==> src/rtl/vid_pkg.sv <==
/* Video timing package
   Frame geometry constants and the timing status bundle */
package vid_pkg;

    // Horizontal geometry, one 8-bit counter wraps the line
    localparam int H_TOTAL = 256;
    localparam int H_W     = $clog2(H_TOTAL);

    // Shortened frame for simulation
    localparam int V_TOTAL = 80;
    localparam int V_W     = $clog2(V_TOTAL);

    // Visible lines, blank covers the rest
    localparam int V_ACTIVE = 40;

    // Object table reload line, first blank line
    localparam int VLOAD_LINE = 40;

    // Clocks per pixel
    localparam int PXL_DIV = 2;
    localparam int PXL_W   = $clog2(PXL_DIV);

    // Timing status seen by the object logic
    typedef struct packed {
        logic [H_W-1:0] hdump;
        // Pixel 0 of each line, on a pixel enable
        logic           hinit;
        // High on visible lines
        logic           lvbl;
        // Pixel 0 of VLOAD_LINE
        logic           vload;
        logic           pxl_cen;
    } vid_t;

endpackage
==> src/rtl/vid_timing.sv <==
/* Video timing generator
   Pixel enable, line and frame counters, blank and vload pulses */
module vid_timing (
    input  logic          clk,
    input  logic          rst,
    output vid_pkg::vid_t vid
);
    import vid_pkg::*;

    logic [PXL_W-1:0] cen_cnt;
    logic [H_W-1:0]   hcnt;
    logic [V_W-1:0]   vcnt;
    logic             pxl_cen;
    logic             line_end;
    logic             frame_end;
    logic             pix0;

    // One enable every PXL_DIV clocks
    assign pxl_cen = cen_cnt == PXL_W'(PXL_DIV - 1);

    // Last pixel of the line, last line of the frame
    assign line_end  = pxl_cen && (hcnt == H_W'(H_TOTAL - 1));
    assign frame_end = line_end && (vcnt == V_W'(V_TOTAL - 1));

    // Pixel 0, sampled on its enable cycle
    assign pix0 = pxl_cen && (hcnt == '0);

    // Clock divider
    always_ff @(posedge clk or posedge rst) begin
        if (rst) begin
            cen_cnt <= '0;
        end else if (pxl_cen) begin
            cen_cnt <= '0;
        end else begin
            cen_cnt <= cen_cnt + 1'b1;
        end
    end

    // Horizontal counter, steps once per pixel
    always_ff @(posedge clk or posedge rst) begin
        if (rst) begin
            hcnt <= '0;
        end else if (line_end) begin
            hcnt <= '0;
        end else if (pxl_cen) begin
            hcnt <= hcnt + 1'b1;
        end
    end

    // Line counter
    always_ff @(posedge clk or posedge rst) begin
        if (rst) begin
            vcnt <= '0;
        end else if (frame_end) begin
            vcnt <= '0;
        end else if (line_end) begin
            vcnt <= vcnt + 1'b1;
        end
    end

    // Status bundle
    always_comb begin
        vid.hdump   = hcnt;
        vid.hinit   = pix0;
        vid.lvbl    = vcnt < V_W'(V_ACTIVE);
        // Single enable cycle at the start of the reload line
        vid.vload   = pix0 && (vcnt == V_W'(VLOAD_LINE));
        vid.pxl_cen = pxl_cen;
    end

endmodule

==> config.mk <==
export PLATFORM = sky130hd
export DESIGN_NAME = vid_timing
export DESIGN_NICKNAME = d
export VERILOG_FILES = /design/src/rtl/vid_pkg.sv /design/src/rtl/vid_timing.sv
export SDC_FILE = /design/constraint.sdc
export NUM_CORES = 1
export LEC_CHECK = 0
export ABC_AREA = 1
export BUFFER_PORTS_ARGS = -buffer_cell sky130_fd_sc_hd__buf_4
export CAP_MARGIN = 0
export CORE_UTILIZATION = 40
export CTS_BUF_LIST = sky130_fd_sc_hd__clkbuf_4
export CTS_CLUSTER_DIAMETER = 30
export DETAILED_ROUTE_END_ITERATION = 8
export GPL_ROUTABILITY_DRIVEN = 0
export PLACE_DENSITY = 0.66
export SLEW_MARGIN = 30
export SYNTH_ARGS = -nofsm -noshare
export SYNTH_HDL_FRONTEND = slang
export SYNTH_SLANG_ARGS = --single-unit
export TNS_END_PERCENT = 50
==> constraint.sdc <==
create_clock -name clk -period 3.2 [get_ports clk]
set_clock_uncertainty 0.1 [all_clocks]
set_input_delay 0.96 -clock clk [delete_from_list [all_inputs] [get_ports clk]]
set_output_delay 0.96 -clock clk [all_outputs]
set_load 0.05 [all_outputs]
==> summary.txt <==
Clock network
  • Clock Path Buffers: 2
  • Clk Latency, worst-skew pair: around 280 ps
  • Clk sinks: 16
  • Clock transition at the registers of the reported paths: 100 ps
  • Setup Fix Bufs, Post-CTS: 0
  • CTS tree: yes
  • Cts bufs inserted: 3
  • H-Tree Depth: 1
  • Hold buffers post-CTS: 0
  • CTS Root Cell: clkbuf_4
  • Post-CTS Resized: 0

Run status
  • Outcome: complete, no violations

Synth
  • Count leader, synth: nand2_1
  • Synth Area in Simple Gates: 0.328
  • Post-Synth Adder-Cell Area: 0.0512
  • Top cell type's share of synthesized area: 0.410
  • Async SR Flop Fraction: 1.00
  • Xor/xnor cell area share of the yosys netlist: 0.0359
  • Flops & latches, synth: 16
  • Sequential-to-total area share from yosys stat: 0.410
  • Main combinational cell family by area after synthesis: simple AND/OR/NAND/NOR gates
  • Multiplexer share of the synthesized area: 0
  • Post-synth top cells: 28 x nand2_1, 16 x dfrtp_1, 16 x inv_1
  • Synthesized area: 977 sq um
  • Unique cell type count in the Yosys netlist: 24
  • Compound-cell area share of the yosys netlist: 0.0717
  • Post-synthesis cell count: 125
  • Syn Nets: 131
  • Avg Inst Size Synth: slightly below 8 sq um
  • Synth warn: 0
  • Synth area leaders: dfrtp_1 41%, nand2_1 11%, nand3_1 7.2%
  • Area leader, netlist: dfrtp_1
  • Main synth FF type: dfrtp_1
  • Post-synth EDFFs: 0

GRT
  • Grt total ovfl: 0
  • First-pass GRT wire length: 3110 um
  • Initial antenna violation count: 0
  • GRT Total Usage: 0.164
  • Vias in the first global route: between 600 and 700
  • Largest net degree at the start of global routing: 17

Route
  • DRT Pass-1 Iters: 4
  • # DRC: 0
  • Post-route ant nets: 0
  • Initial DRC count: 32
  • Routed wire length: 1810 um
  • Vias per inst: 4.78
  • DR WL/cell: 11.0 um
  • Via total after detailed routing: 789

Timing
  • Min Tclk post-route: 2660 ps
  • Unrepaired setup endpoints after global routing: false
  • Worst slew pin tran: 612 ps
  • Hold Fails Final Rpt: 0
  • Crit share post-route: 0.831
  • Setup_tns: 0 ps
  • WHS: approximately 470 ps
  • # setup viols final: 0
  • Max-slew violation count: 0
  • Slew margin rel.: 0.591
  • F_max: ~380 MHz

Power and ir drop
  • Peak supply drop: 168 uV
  • Power density over the cells: around 280 nW/um^2
  • Design Power: around 0.31 mW
  • Leakage: 0.554 nW

Min path
  • Hold Path Depth: 1
  • Worst hold-check path type: flop to flop
  • Hold EP: hcnt[4]
  • Worst hold start: hcnt[4]

Worst setup path
  • Worst Path Max Fanout: 3
  • CP Data Arrival Time: between 1500 and 2000 ps
  • Setup slack, reg-to-reg: about 1700 ps
  • Setup crit start kind: flop
  • Register-to-Register Path Depth: 8
  • CP endpoint kind: primary output
  • RR Startpoint: hcnt[1]
  • Reg2reg end: vcnt[2]
  • Crit Path Category: flop to primary output
  • CP required: 2140 ps

Die
  • Die area: 2640 sq um
  • Core area: between 2000 and 2500 sq um
  • Die W: 51.4 um
  • Placement row count: 17
  • Initial Utilization: 0.433
  • Die Height: 51.4 um
  • IO Count: 14

Finish
  • Design area: ~1100 sq um
  • Area delta synth->final: 13.1%
  • NumNets Final: 145
  • Layout cells sized above 1: 0.204
  • Ant diodes: 0

Job
  • Max cap viols: 0

Place
  • Placed instance area: 1080 sq um
  • PortBufs: 13
  • Dpl hpwl: around 1400 um
-- state kept, by name, indices dropped and copies added (netlist names) --
name,count
cen_cnt,1
vcnt,7
hcnt,8
-- worst max-delay path, stage by stage, from the launching register on --
cell and delay, ps:
dfrtp_1 410, inv_1 90, ha_1 150, nand2_1 50
nor3_1 130, nand3_1 90, nor3_1 160, buf_4 230
-- cell usage in the layout (no fill, tap or decap) --
cell,synthesis,layout
nand2_1,28,28
inv_1,16,16
dfrtp_1,16,16
nand3_1,14,14
buf_4,3,13
nor2_1,12,12
o21ai_0,6,6
ha_1,4,4
nand4_1,3,3
nor3_1,3,3
xor2_1,3,3
clkbuf_4,0,3
inv_2,2,2
nand2_2,2,2
nor2_2,2,2
o21ai_2,2,2
nor2_4,1,1
nor2_8,1,1
inv_4,1,1
nor3_2,1,1
a21boi_0,1,1
a211oi_1,1,1
xnor2_1,1,1
o21bai_1,1,1
-- cell type report --
type | instances | area [sq um]
clock buffer | 3 | 22.5
fill | 242 | 1150
inverter | 19 | 73.8
multi-input combinational | 86 | 475
sequential | 16 | 400
tap | 28 | 35.0
timing repair buffer | 13 | 97.6
-- through the flow --
| step | setup slack [ps] | util | cells |
|---|---|---|---|
| 3_3_place_gp | 842 | 0.480 | 162 |
| 5_1_grt | 385 | 0.490 | 165 |
| 6_report | 541 | 0.490 | 165 |
| 2_1_floorplan | 51.3 | - | 125 |
| 3_5_place_dp | 848 | 0.480 | 162 |
| 4_1_cts | 512 | 0.490 | 165 |
-- report_power, final --
part	internal [mW]	switching [mW]	total, mW
combinational	0.000829	0.00393	0.00476
sequential	0.202	0	0.202
clock	0.0437	0.0639	0.108
-- layer usage --
| metal | vias up | GRT usage | share of wire |
|---|---|---|---|
| met5 | - | 0 | 0 |
| met4 | 0 | 0.0946 | 0.014 |
| met3 | 4 | 0.0268 | 0.035 |
| met2 | 12 | 0.219 | 0.42 |
| met1 | 354 | 0.245 | 0.53 |
| li1 | 419 | - | - |
-- worst max-delay path by stage --
stage | from | slack, ps | to | cells after the start
2_1_floorplan | hcnt[0] | 50 | vid[1] | 4
3_3_place_gp | vcnt[1] | 840 | vid[1] | 7
3_5_place_dp | vcnt[1] | 850 | vid[1] | 7
4_1_cts | vcnt[1] | 510 | vid[1] | 7
5_1_grt | vcnt[0] | 380 | vid[1] | 7
6_report | vcnt[1] | 540 | vid[1] | 7
-- logic make-up after synthesis --
family / Yosys count
DFF: 16
adders and majority gates: 4
buffers and inverters: 23
and+or+nand+nor: 67
AOI/OAI and AO/OA: 11
xor gates and xnor gates: 4
(Power assumes the default switching activity.)
